===== src/design/video_pkg.sv =====
package video_pkg;

    // reduced test raster, visible columns sit after the offscreen ones
    localparam int VISIBLE_WIDTH   = 32;
    localparam int H_FRONT_PORCH   = 4;
    localparam int H_SYNC_PULSE    = 4;
    localparam int H_BACK_PORCH    = 8;
    localparam int OFFSCREEN_WIDTH = H_FRONT_PORCH + H_SYNC_PULSE + H_BACK_PORCH;
    localparam int TOTAL_WIDTH     = VISIBLE_WIDTH + OFFSCREEN_WIDTH;

    localparam int VISIBLE_HEIGHT  = 8;
    localparam int V_FRONT_PORCH   = 1;
    localparam int V_SYNC_PULSE    = 1;
    localparam int V_BACK_PORCH    = 2;
    localparam int TOTAL_HEIGHT    = VISIBLE_HEIGHT + V_FRONT_PORCH + V_SYNC_PULSE + V_BACK_PORCH;

    localparam int H_FETCH_BEGIN   = OFFSCREEN_WIDTH - 4;     // prefetch ahead of first pixel

    localparam int WORD_W    = 16;
    localparam int ADDR_W    = 16;
    localparam int COLOR_W   = 8;
    localparam int XR_NUM_W  = 5;
    localparam int H_COUNT_W = $clog2(TOTAL_WIDTH);
    localparam int V_COUNT_W = $clog2(TOTAL_HEIGHT);

    typedef logic [WORD_W-1:0]    word_t;
    typedef logic [ADDR_W-1:0]    addr_t;
    typedef logic [COLOR_W-1:0]   color_t;
    typedef logic [H_COUNT_W-1:0] hres_t;
    typedef logic [V_COUNT_W-1:0] vres_t;

    // xr register numbers
    localparam logic [XR_NUM_W-1:0] XR_VID_CTRL     = 5'h00;
    localparam logic [XR_NUM_W-1:0] XR_SCANLINE     = 5'h01;   // read only
    localparam logic [XR_NUM_W-1:0] XR_VID_LEFT     = 5'h02;
    localparam logic [XR_NUM_W-1:0] XR_VID_RIGHT    = 5'h03;
    localparam logic [XR_NUM_W-1:0] XR_PA_GFX_CTRL  = 5'h04;
    localparam logic [XR_NUM_W-1:0] XR_PA_DISP_ADDR = 5'h05;
    localparam logic [XR_NUM_W-1:0] XR_PA_LINE_LEN  = 5'h06;

    localparam color_t RESET_BORDER   = 8'h08;               // dark grey
    localparam word_t  RESET_LINE_LEN = WORD_W'(VISIBLE_WIDTH / 2);

    typedef struct packed {
        logic [7:0] reserved;
        color_t     border_color;
    } vid_ctrl_t;

    typedef struct packed {
        color_t     colorbase;
        logic       blank;
        logic [6:0] reserved;
    } gfx_ctrl_t;

    // one data word, meaning depends on register number
    typedef union packed {
        word_t     raw;
        vid_ctrl_t vid_ctrl;
        gfx_ctrl_t gfx_ctrl;
    } xr_word_u;

    typedef struct packed {
        color_t border_color;
        hres_t  vid_left;
        hres_t  vid_right;
        color_t colorbase;
        logic   blank;
        addr_t  start_addr;
        word_t  line_len;
    } pf_cfg_t;

    typedef struct packed {
        logic  sel;
        addr_t addr;
    } vram_req_t;

    typedef struct packed {
        logic hsync;
        logic vsync;
        logic h_visible;
        logic v_visible;
        logic dv_de;
    } vid_sync_t;

endpackage


===== src/design/video_gen.sv =====
`timescale 1ns/1ps

module video_gen (
    input  logic                           clk,
    input  logic                           reset_i,
    input  logic                           xr_wr_i,
    input  logic [video_pkg::XR_NUM_W-1:0] xr_num_i,
    input  video_pkg::word_t               xr_data_i,
    output video_pkg::word_t               xr_data_o,
    output video_pkg::vram_req_t           vram_o,
    input  video_pkg::word_t               vram_data_i,
    output logic                           hsync_o,
    output logic                           vsync_o,
    output logic                           dv_de_o,
    output logic                           h_blank_o,
    output logic                           v_blank_o,
    output video_pkg::color_t              color_index_o,
    output logic                           video_intr_o
);
    import video_pkg::*;

    vid_sync_t sync;
    hres_t     h_count;
    vres_t     v_count;
    logic      end_of_line;
    logic      end_of_frame;
    logic      end_of_visible;
    pf_cfg_t   pf_cfg;

    assign hsync_o   = sync.hsync;
    assign vsync_o   = sync.vsync;
    assign dv_de_o   = sync.dv_de;
    assign h_blank_o = ~sync.h_visible;
    assign v_blank_o = ~sync.v_visible;

    video_timing i_video_timing (
        .clk              (clk),
        .reset_i          (reset_i),
        .sync_o           (sync),
        .h_count_o        (h_count),
        .v_count_o        (v_count),
        .end_of_line_o    (end_of_line),
        .end_of_frame_o   (end_of_frame),
        .end_of_visible_o (end_of_visible)
    );

    video_regs i_video_regs (
        .clk              (clk),
        .reset_i          (reset_i),
        .xr_wr_i          (xr_wr_i),
        .xr_num_i         (xr_num_i),
        .xr_data_i        (xr_data_i),
        .xr_data_o        (xr_data_o),
        .v_count_i        (v_count),
        .end_of_visible_i (end_of_visible),
        .cfg_o            (pf_cfg),
        .video_intr_o     (video_intr_o)
    );

    video_playfield i_video_playfield (
        .clk            (clk),
        .reset_i        (reset_i),
        .cfg_i          (pf_cfg),
        .h_count_i      (h_count),
        .v_visible_i    (sync.v_visible),
        .end_of_line_i  (end_of_line),
        .end_of_frame_i (end_of_frame),
        .vram_o         (vram_o),
        .vram_data_i    (vram_data_i),
        .color_index_o  (color_index_o)
    );

endmodule


===== src/design/video_playfield.sv =====
`timescale 1ns/1ps

module video_playfield (
    input  logic                  clk,
    input  logic                  reset_i,
    input  video_pkg::pf_cfg_t    cfg_i,
    input  video_pkg::hres_t      h_count_i,
    input  logic                  v_visible_i,
    input  logic                  end_of_line_i,
    input  logic                  end_of_frame_i,
    output video_pkg::vram_req_t  vram_o,
    input  video_pkg::word_t      vram_data_i,
    output video_pkg::color_t     color_index_o
);
    import video_pkg::*;

    addr_t  line_addr;                              // first word of current line
    addr_t  fetch_addr;                             // next word to read
    hres_t  fetch_off;
    hres_t  pix_x;
    logic   fetch_now;
    logic   rd_valid;                               // vram data present this cycle
    logic   in_window;
    word_t  pix_shift;
    color_t next_color;

    // word k: sel at H_FETCH_BEGIN+1+2k, data one later, pixels 2k/2k+1 from OFFSCREEN_WIDTH+2k
    always_comb begin
        fetch_off = h_count_i - hres_t'(H_FETCH_BEGIN);      // wraps high before the window
        fetch_now = v_visible_i && !cfg_i.blank &&
                    (fetch_off < hres_t'(VISIBLE_WIDTH)) && !fetch_off[0];
    end

    always_ff @(posedge clk) begin
        if (reset_i) begin
            vram_o     <= '0;
            rd_valid   <= 1'b0;
            line_addr  <= '0;
            fetch_addr <= '0;
        end else begin
            vram_o.sel <= fetch_now;
            rd_valid   <= vram_o.sel;
            if (fetch_now) begin
                vram_o.addr <= fetch_addr;
                fetch_addr  <= fetch_addr + 1'b1;
            end
            if (end_of_frame_i) begin
                line_addr  <= cfg_i.start_addr;
                fetch_addr <= cfg_i.start_addr;
            end else if (end_of_line_i) begin
                line_addr  <= line_addr + cfg_i.line_len;
                fetch_addr <= line_addr + cfg_i.line_len;
            end
        end
    end

    // load on returned word, otherwise move low byte up
    always_ff @(posedge clk) begin
        if (rd_valid) begin
            pix_shift <= vram_data_i;
        end else begin
            pix_shift <= pix_shift << COLOR_W;
        end
    end

    // pixel shown next cycle, so column is h_count + 1
    always_comb begin
        pix_x      = h_count_i - hres_t'(OFFSCREEN_WIDTH - 1);
        in_window  = v_visible_i && !cfg_i.blank &&
                     (pix_x >= cfg_i.vid_left) && (pix_x < cfg_i.vid_right);
        next_color = cfg_i.border_color;
        if (in_window) begin
            next_color = pix_shift[WORD_W-1 -: COLOR_W] ^ cfg_i.colorbase;
        end
    end

    always_ff @(posedge clk) begin
        if (reset_i) begin
            color_index_o <= '0;
        end else begin
            color_index_o <= next_color;
        end
    end

endmodule


===== src/design/video_regs.sv =====
`timescale 1ns/1ps

module video_regs (
    input  logic                         clk,
    input  logic                         reset_i,
    input  logic                         xr_wr_i,
    input  logic [video_pkg::XR_NUM_W-1:0] xr_num_i,
    input  video_pkg::word_t             xr_data_i,
    output video_pkg::word_t             xr_data_o,
    input  video_pkg::vres_t             v_count_i,
    input  logic                         end_of_visible_i,
    output video_pkg::pf_cfg_t           cfg_o,
    output logic                         video_intr_o
);
    import video_pkg::*;

    xr_word_u wr_word;
    xr_word_u rd_word;

    assign wr_word.raw = xr_data_i;

    always_ff @(posedge clk) begin
        if (reset_i) begin
            cfg_o <= '{
                border_color: RESET_BORDER,
                vid_left:     '0,
                vid_right:    hres_t'(VISIBLE_WIDTH),
                colorbase:    '0,
                blank:        1'b1,                 // playfield starts blanked
                start_addr:   '0,
                line_len:     RESET_LINE_LEN
            };
            video_intr_o <= 1'b0;
        end else begin
            video_intr_o <= end_of_visible_i;       // one pulse per frame
            if (xr_wr_i) begin
                case (xr_num_i)
                    XR_VID_CTRL: begin
                        cfg_o.border_color <= wr_word.vid_ctrl.border_color;
                    end
                    XR_VID_LEFT: begin
                        cfg_o.vid_left <= hres_t'(wr_word.raw);
                    end
                    XR_VID_RIGHT: begin
                        cfg_o.vid_right <= hres_t'(wr_word.raw);
                    end
                    XR_PA_GFX_CTRL: begin
                        cfg_o.colorbase <= wr_word.gfx_ctrl.colorbase;
                        cfg_o.blank     <= wr_word.gfx_ctrl.blank;
                    end
                    XR_PA_DISP_ADDR: begin
                        cfg_o.start_addr <= wr_word.raw;
                    end
                    XR_PA_LINE_LEN: begin
                        cfg_o.line_len <= wr_word.raw;
                    end
                    default: begin
                    end
                endcase
            end
        end
    end

    always_comb begin
        rd_word.raw = '0;                           // reserved and unused read zero
        case (xr_num_i)
            XR_VID_CTRL: begin
                rd_word.vid_ctrl.border_color = cfg_o.border_color;
            end
            XR_SCANLINE:     rd_word.raw = WORD_W'(v_count_i);
            XR_VID_LEFT:     rd_word.raw = WORD_W'(cfg_o.vid_left);
            XR_VID_RIGHT:    rd_word.raw = WORD_W'(cfg_o.vid_right);
            XR_PA_GFX_CTRL: begin
                rd_word.gfx_ctrl.colorbase = cfg_o.colorbase;
                rd_word.gfx_ctrl.blank     = cfg_o.blank;
            end
            XR_PA_DISP_ADDR: rd_word.raw = cfg_o.start_addr;
            XR_PA_LINE_LEN:  rd_word.raw = cfg_o.line_len;
            default: begin
            end
        endcase
    end

    always_ff @(posedge clk) begin
        if (reset_i) begin
            xr_data_o <= '0;
        end else begin
            xr_data_o <= rd_word.raw;               // valid one cycle after number
        end
    end

    a_left_in_range: assert property (
        @(posedge clk) disable iff (reset_i)
        (xr_wr_i && (xr_num_i == XR_VID_LEFT)) |=> (cfg_o.vid_left <= hres_t'(VISIBLE_WIDTH))
    ) else $error("vid_left beyond visible width");

endmodule


===== src/design/video_timing.sv =====
`timescale 1ns/1ps

module video_timing (
    input  logic                  clk,
    input  logic                  reset_i,
    output video_pkg::vid_sync_t  sync_o,
    output video_pkg::hres_t      h_count_o,
    output video_pkg::vres_t      v_count_o,
    output logic                  end_of_line_o,
    output logic                  end_of_frame_o,
    output logic                  end_of_visible_o
);
    import video_pkg::*;

    hres_t h_count;
    vres_t v_count;
    hres_t h_next;
    vres_t v_next;
    logic  h_vis_next;
    logic  v_vis_next;

    assign h_count_o = h_count;
    assign v_count_o = v_count;

    assign end_of_line_o    = (h_count == hres_t'(TOTAL_WIDTH - 1));
    assign end_of_frame_o   = end_of_line_o && (v_count == vres_t'(TOTAL_HEIGHT - 1));
    assign end_of_visible_o = end_of_line_o && (v_count == vres_t'(VISIBLE_HEIGHT - 1));

    always_comb begin
        h_next = end_of_line_o ? '0 : h_count + 1'b1;
        v_next = v_count;
        if (end_of_line_o) begin
            v_next = end_of_frame_o ? '0 : v_count + 1'b1;
        end
        h_vis_next = (h_next >= hres_t'(OFFSCREEN_WIDTH));     // visible part is the line tail
        v_vis_next = (v_next < vres_t'(VISIBLE_HEIGHT));
    end

    // flags are derived from next counts so they line up with the counters
    always_ff @(posedge clk) begin
        if (reset_i) begin
            h_count <= '0;
            v_count <= '0;
            sync_o  <= '0;
        end else begin
            h_count          <= h_next;
            v_count          <= v_next;
            sync_o.hsync     <= (h_next >= hres_t'(H_FRONT_PORCH)) &&
                                (h_next < hres_t'(H_FRONT_PORCH + H_SYNC_PULSE));
            sync_o.vsync     <= (v_next == vres_t'(VISIBLE_HEIGHT + V_FRONT_PORCH));
            sync_o.h_visible <= h_vis_next;
            sync_o.v_visible <= v_vis_next;
            sync_o.dv_de     <= h_vis_next && v_vis_next;
        end
    end

    a_count_range: assert property (
        @(posedge clk) disable iff (reset_i)
        (h_count < hres_t'(TOTAL_WIDTH)) && (v_count < vres_t'(TOTAL_HEIGHT))
    ) else $error("video counter out of range");

    a_de_visible: assert property (
        @(posedge clk) disable iff (reset_i)
        sync_o.dv_de |-> (h_count >= hres_t'(OFFSCREEN_WIDTH)) &&
                         (v_count < vres_t'(VISIBLE_HEIGHT))
    ) else $error("dv_de outside visible area");

endmodule


===== config.mk =====
export PLATFORM = sky130hd
export DESIGN_NAME = video_gen
export DESIGN_NICKNAME = d
export VERILOG_FILES = /design/src/design/video_pkg.sv /design/src/design/video_gen.sv /design/src/design/video_playfield.sv /design/src/design/video_regs.sv /design/src/design/video_timing.sv
export SDC_FILE = /design/constraint.sdc
export NUM_CORES = 1
export LEC_CHECK = 0
export ABC_CLOCK_PERIOD_IN_PS = 4200
export BUFFER_PORTS_ARGS = -buffer_cell sky130_fd_sc_hd__buf_2
export CAP_MARGIN = 20
export CELL_PAD_IN_SITES_DETAIL_PLACEMENT = 1
export CELL_PAD_IN_SITES_GLOBAL_PLACEMENT = 1
export CORE_MARGIN = 2
export CORE_UTILIZATION = 47
export CTS_CLUSTER_DIAMETER = 60
export DETAILED_ROUTE_END_ITERATION = 7
export GPL_ROUTABILITY_DRIVEN = 0
export PLACE_DENSITY_LB_ADDON = 0.05
export SYNTH_ARGS = -nofsm -noshare
export SYNTH_HDL_FRONTEND = slang
export SYNTH_SLANG_ARGS = --single-unit
export TNS_END_PERCENT = 50

===== constraint.sdc =====
create_clock -name clk -period 4.2 [get_ports clk]
set_input_delay 1.05 -clock clk [delete_from_list [all_inputs] [get_ports clk]]
set_output_delay 1.05 -clock clk [all_outputs]
set_load 0.01 [all_outputs]

# Yosys cells after proc, flatten, opt, wreduce, memory -nomap -nowiden
# Cells that the tools add are included.
# op_classes
n_mux	13
n_shift	0
add_sub_neg	6
order_cmp	7
reduce_logical	20
bitwise_logic	3
n_eq_ne	10
mul	0
n_div	0
# ops
operator	n
$mux 16	6
$pmux 7 s6	1
$pmux 8 s3	1
$add 16x1->16 const B	1
$add 16x16->16	1
$eq 5x3->1 const B	3
$reduce_and 2->1	6
$sub 6x4->6 const B	2
$eq 5x2->1 const B	2
$logic_and 1x1->1	9
$eq 4x4->1 const B	2
$mux 4	2
$mux 8	1
$xor 8x8->8	1
$add 6x1->6 const B	1
$eq 6x6->1 const B	1
$ge 6x3->1 const B	1
$ge 6x5->1 const B	1
$ge 6x6->1	1
$lt 6x4->1 const B	1
$lt 6x6->1	1
$lt 6x6->1 const B	1
$mux 6	1
$eq 5x1->1 const B	1
other kinds (9)	11
# word_totals
mem_bits_ro	0
ram_bits	0
memories	0
elab_cells	83
latch_bits	0
inputBits	40
reg_bits	167
out_inout_bits	47

# Depth between registers and ports, before layout
# depth
word_depth	7
depth_mapped	11
mapped_depth_nobuf	10

# Modules after synthesis
# Synthesis repeated with hierarchy kept, for this count alone.
# hier_totals
cells_unflattened	943
area_unflattened_um2	8001.4
# modules_own_cells
module	seq_area_each_um2	cells_each	instances	area_per_inst_um2
video_playfield	1481.4	507	1	4136.5
video_regs	1561.5	361	1	3184.3
video_timing	300.3	73	1	673.1
video_gen	0.0	2	1	7.5

# Least setup slack after synthesis
# Ideal clock, no wire load.
# synth_timing
path_type	input port to flip-flop
start	input port xr_num_i[2] (netlist bit)
end	register i_video_regs.cfg_o[56] (netlist bit)
setup_ps	120
arrival_ps	2385
required_time_ps	4080
path_slack_ps	1695
stages	5
n_path_buf	1
cell_sequence	buf_2 or3_1 nor3_2 nand2_1 a211o_1
# synth_via
elab_chain_cells	2
# synth_lines
element	line_no	rtl
from (decl)	video_gen.sv:7	input logic [video_pkg::XR_NUM_W-1:0] xr_num_i,
$logic_not 5->1	video_regs.sv:37	case (xr_num_i)
$reduce_and 2->1 (no source line)	-	
to (signal assigned)	video_regs.sv:24	cfg_o <= '{
to (decl)	video_regs.sv:12	output video_pkg::pf_cfg_t cfg_o,
# No other way between the ends.
# A chain may end at the register's enable or synchronous reset.

# Final worst setup path
# layout_timing
start	register i_video_timing.h_count[0], in the netlist i_video_timing.h_count_o[0]
end	register i_video_playfield.color_index_o[2]
# layout_via
elab_chain_cells	5
word_cells_on_any_way	6
classes_between	add/sub: 1; order compare: 2; mux: 1; reduce/logical: 2
# layout_lines
element	line_no	rtl
from (decl)	video_timing.sv:15	hres_t h_count;
from (signal assigned)	video_timing.sv:46	h_count <= h_next;
$sub 6x4->6 (*)	video_playfield.sv:68	pix_x = h_count_i - hres_t'(OFFSCREEN_WIDTH - 1);
$ge 6x6->1	video_playfield.sv:70	(pix_x >= cfg_i.vid_left) && (pix_x < cfg_i.vid_right);
$logic_and 1x1->1	video_playfield.sv:69	in_window = v_visible_i && !cfg_i.blank &&
$logic_and 1x1->1 (*)	video_playfield.sv:70	
$mux 8 (*)	video_playfield.sv:72	if (in_window) begin
to (signal assigned)	video_playfield.sv:81	color_index_o <= next_color;
to (decl)	video_playfield.sv:13	output video_pkg::color_t color_index_o
# Every way passes the cells marked *; elsewhere a longest branch is shown, timed or not.

==> out/qor.yml <==
critPathBufInv: 0
grt_overflow: 0
worst-setup-path-type: "flip-flop to flip-flop"
cts_tree: "built"
cts_buffers: 17
powerDensity_nw_per_um2: 365
route.vias.total: 7048
cp_cell_sequence: "ha_1 -> nand3_2 -> xor2_1 -> ha_1 -> o21ai_0 -> o21ai_0 -> o211ai_1 -> o21ai_0 -> o41ai_1"
totalWireLength_um: 23500
syn_nets: 1003
clock_sinks: 167
antenna_found_initial: 0
rrSetupSlack_ps: 1340
p_total_mw: 3.27
status: "complete, no violations"
clockBufferDepth: 2
rr_worst_depth: 9
grt_first_pass_wirelength_um: 38500
max_freq_mhz: 349
drv_cap: 0
cp.required_ps: 4480
io_pins: 87
drtIter0Drc: 520
place_ws_ps: 1000
hold_path.class: "flip-flop to flip-flop"
dieArea_um2: 17600
fp-row-count: 47
dieWidth_um: 133
drtPass1Iterations: 6
finalMaxSlewViolations: 0
routedWlPerCell_um: 19.1
hold_viol_final: 0
nets: 1066
htreeDepth: 4
relSlewSlack_pct: 25.8
clkLatencyLatePin_ps: 440
ff_latch_area_um2: 3340
dp.cells: 1197
synthArstFlopShare_pct: 0
drive_gt1_share_pct: 14.9
post-dp-hpwl_um: 17100
clkTransAtPathRegs_ps: 70
initial_core_util_pct: 47.5
ys.flop_type: "dfxtp_1"
period_needed_ps: 2860
dieHeight_um: 133
cp_slowest_cell: "dfxtp_1"
multiInputGateArea_um2: 4140
syn_inst: 933
fin_cells: 1229
ys_warn_count: 0
start_kind: "flip-flop"
setup_tns_ps: 0
synth_cell_types: 64
final_util_pct: 54.5
crit_top_cell: "o21ai_0"
fin_ws_ps: 1340
synth-seq-cells: 167
worst-path-max-fanout: 16
p_leak_nw: 3.46
postCtsHoldBufs: 0
area_delta_synth_final_pct: 14.6
worstMarginPinSlew_ps: 1110
grt_usage_pct: 27.4
synth_edf_count: 0
synthesis.area_um2: 7800
fill_cells: 1971
grt_max_degree: 75
fin_worst_skew_ps: 8.24
worstPathArrival_ps: 3140
hold_depth: 2
root_buffer: "clkbuf_16"
core_um2: 16400
yosysSeqAreaShare_pct: 42.9
fin_crit_sh_pct: 68.2
cp_top_family: "compound AO/OA/AOI/OAI gates"
fin_area_um2: 8930
viasPerCell: 5.73
post_cts_resized: 0
critPathMaxStageDelay_ps: 450
cts_setup_buffers: 0
ant_nets: 0
portBuffers: 86
setup_viol: 0
crit_path_end_kind: "flip-flop"
n_antenna_cell: 0
cp_num_cells: 9
grt_pass1_vias: 7354
irDropWorstVdd_uv: 276
syn_area_per_cell_um2: 8.36
drc_errors: 0
holdWs_ps: 451
placed_area_um2: 8360
rsz0062_at_grt: "false"
## kinds of logic after synthesis
logic type               share of synthesized area, %
AND/OR/NAND/NOR                                  21.3
AO/OA/AOI/OAI                                    18.5
flip-flops                                       42.9
buffers and inverters                            4.01
multiplexers                                     4.70
XOR/XNOR                                         3.71
adder cells (fa/ha/maj)                          4.91
## cell usage after synthesis (6+ instances only)
master,number,share of area (%)
o41ai_1,8,0.90
nand3_1,33,2.1
nor2b_1,15,1.2
a31oi_1,7,0.56
dfxtp_1,167,43
nor2_1,74,3.6
a211oi_1,14,1.3
nand2b_1,6,0.48
inv_1,23,1.1
xnor2_1,16,1.8
a21oi_1,104,6.7
mux2_2,13,1.9
o21a_1,10,0.96
and3_1,7,0.56
nand2_1,161,7.8
o211ai_1,8,0.77
buf_2,16,1.0
a22oi_1,11,1.1
and2_1,12,0.96
mux2i_1,22,2.8
nor3_1,21,1.3
ha_1,29,4.7
clkbuf_1,31,1.5
xor2_1,17,1.9
o21ai_0,29,1.9
or3_1,7,0.56
## tightest hold or removal path, cell delays in order (launching register included)
cell	delay, ps
dfxtp_1	310
nand2_1	50
a21oi_1	50
## layout by cell type, fill, tap and decap left out, types with 3 or more instances in the layout
cell type / instances
ha_1: 29
mux2_2: 13
nand3_1: 33
a21o_1: 5
and3_1: 7
o21a_1: 10
a21oi_1: 104
a211o_1: 3
a21boi_0: 4
nor2b_1: 15
a32o_1: 3
nand2_1: 161
inv_6: 3
buf_2: 85
clkbuf_16: 17
mux2i_1: 22
buf_4: 12
nand4_1: 3
clkinvlp_4: 4
nor4_1: 5
a222oi_1: 3
xor2_1: 17
o21ai_0: 29
a22oi_1: 11
xnor2_1: 16
or3_1: 7
clkinv_4: 3
nor2_1: 74
o211ai_1: 8
dfxtp_1: 167
inv_1: 23
a31oi_1: 7
o41ai_1: 8
nand3b_1: 4
nor3_1: 21
a211oi_1: 14
and2_1: 12
nand2b_1: 6
and4_1: 4
## cell type report
cell class | instances | share of cell area, %
Sequential cell | 167 | 37.4
Clock buffer | 20 | 5.11
Multi-Input combinational cell | 690 | 46.3
Timing Repair Buffer | 97 | 5.77
Tap cell | 220 | 3.08
Clock inverter | 12 | 1.32
Inverter | 23 | 0.966
## layer usage
layer  share of wire [%]  global-route usage (%)
met1                  45                    35.0
met2                  47                    46.0
met3                 4.2                    5.59
met4                 3.2                    9.98
met5                   0                       0
## state kept, by name, indices dropped and copies added, names as in the netlist
name and flops:
i_video_regs.cfg_o 61, i_video_playfield.vram_o 17, i_video_playfield.fetch_addr 16, i_video_playfield.line_addr 16, i_video_playfield.pix_shift 16, i_video_regs.xr_data_o 16, i_video_playfield.color_index_o 8, i_video_timing.h_count_o 6
i_video_timing.sync_o 5, i_video_timing.v_count_o 4, i_video_playfield.rd_valid 1, i_video_regs.video_intr_o 1
## where the power goes
group          leakage (nW)  internal [mW]  switching [mW]  total [mW]
registers              1.35           1.59         0.00881        1.60
clock network         0.270          0.854           0.677        1.53
logic                  1.84         0.0444          0.0891       0.133
## worst paths after layout
kind | from | endpoint
max | i_video_timing.h_count_o[0] | i_video_playfield.color_index_o[2]
min | i_video_playfield.vram_o[9] | i_video_playfield.vram_o[9]
max reg2reg | i_video_timing.h_count_o[0] | i_video_playfield.color_index_o[2]
min reg2reg | i_video_playfield.vram_o[9] | i_video_playfield.vram_o[9]
(Power assumes the default switching activity.)
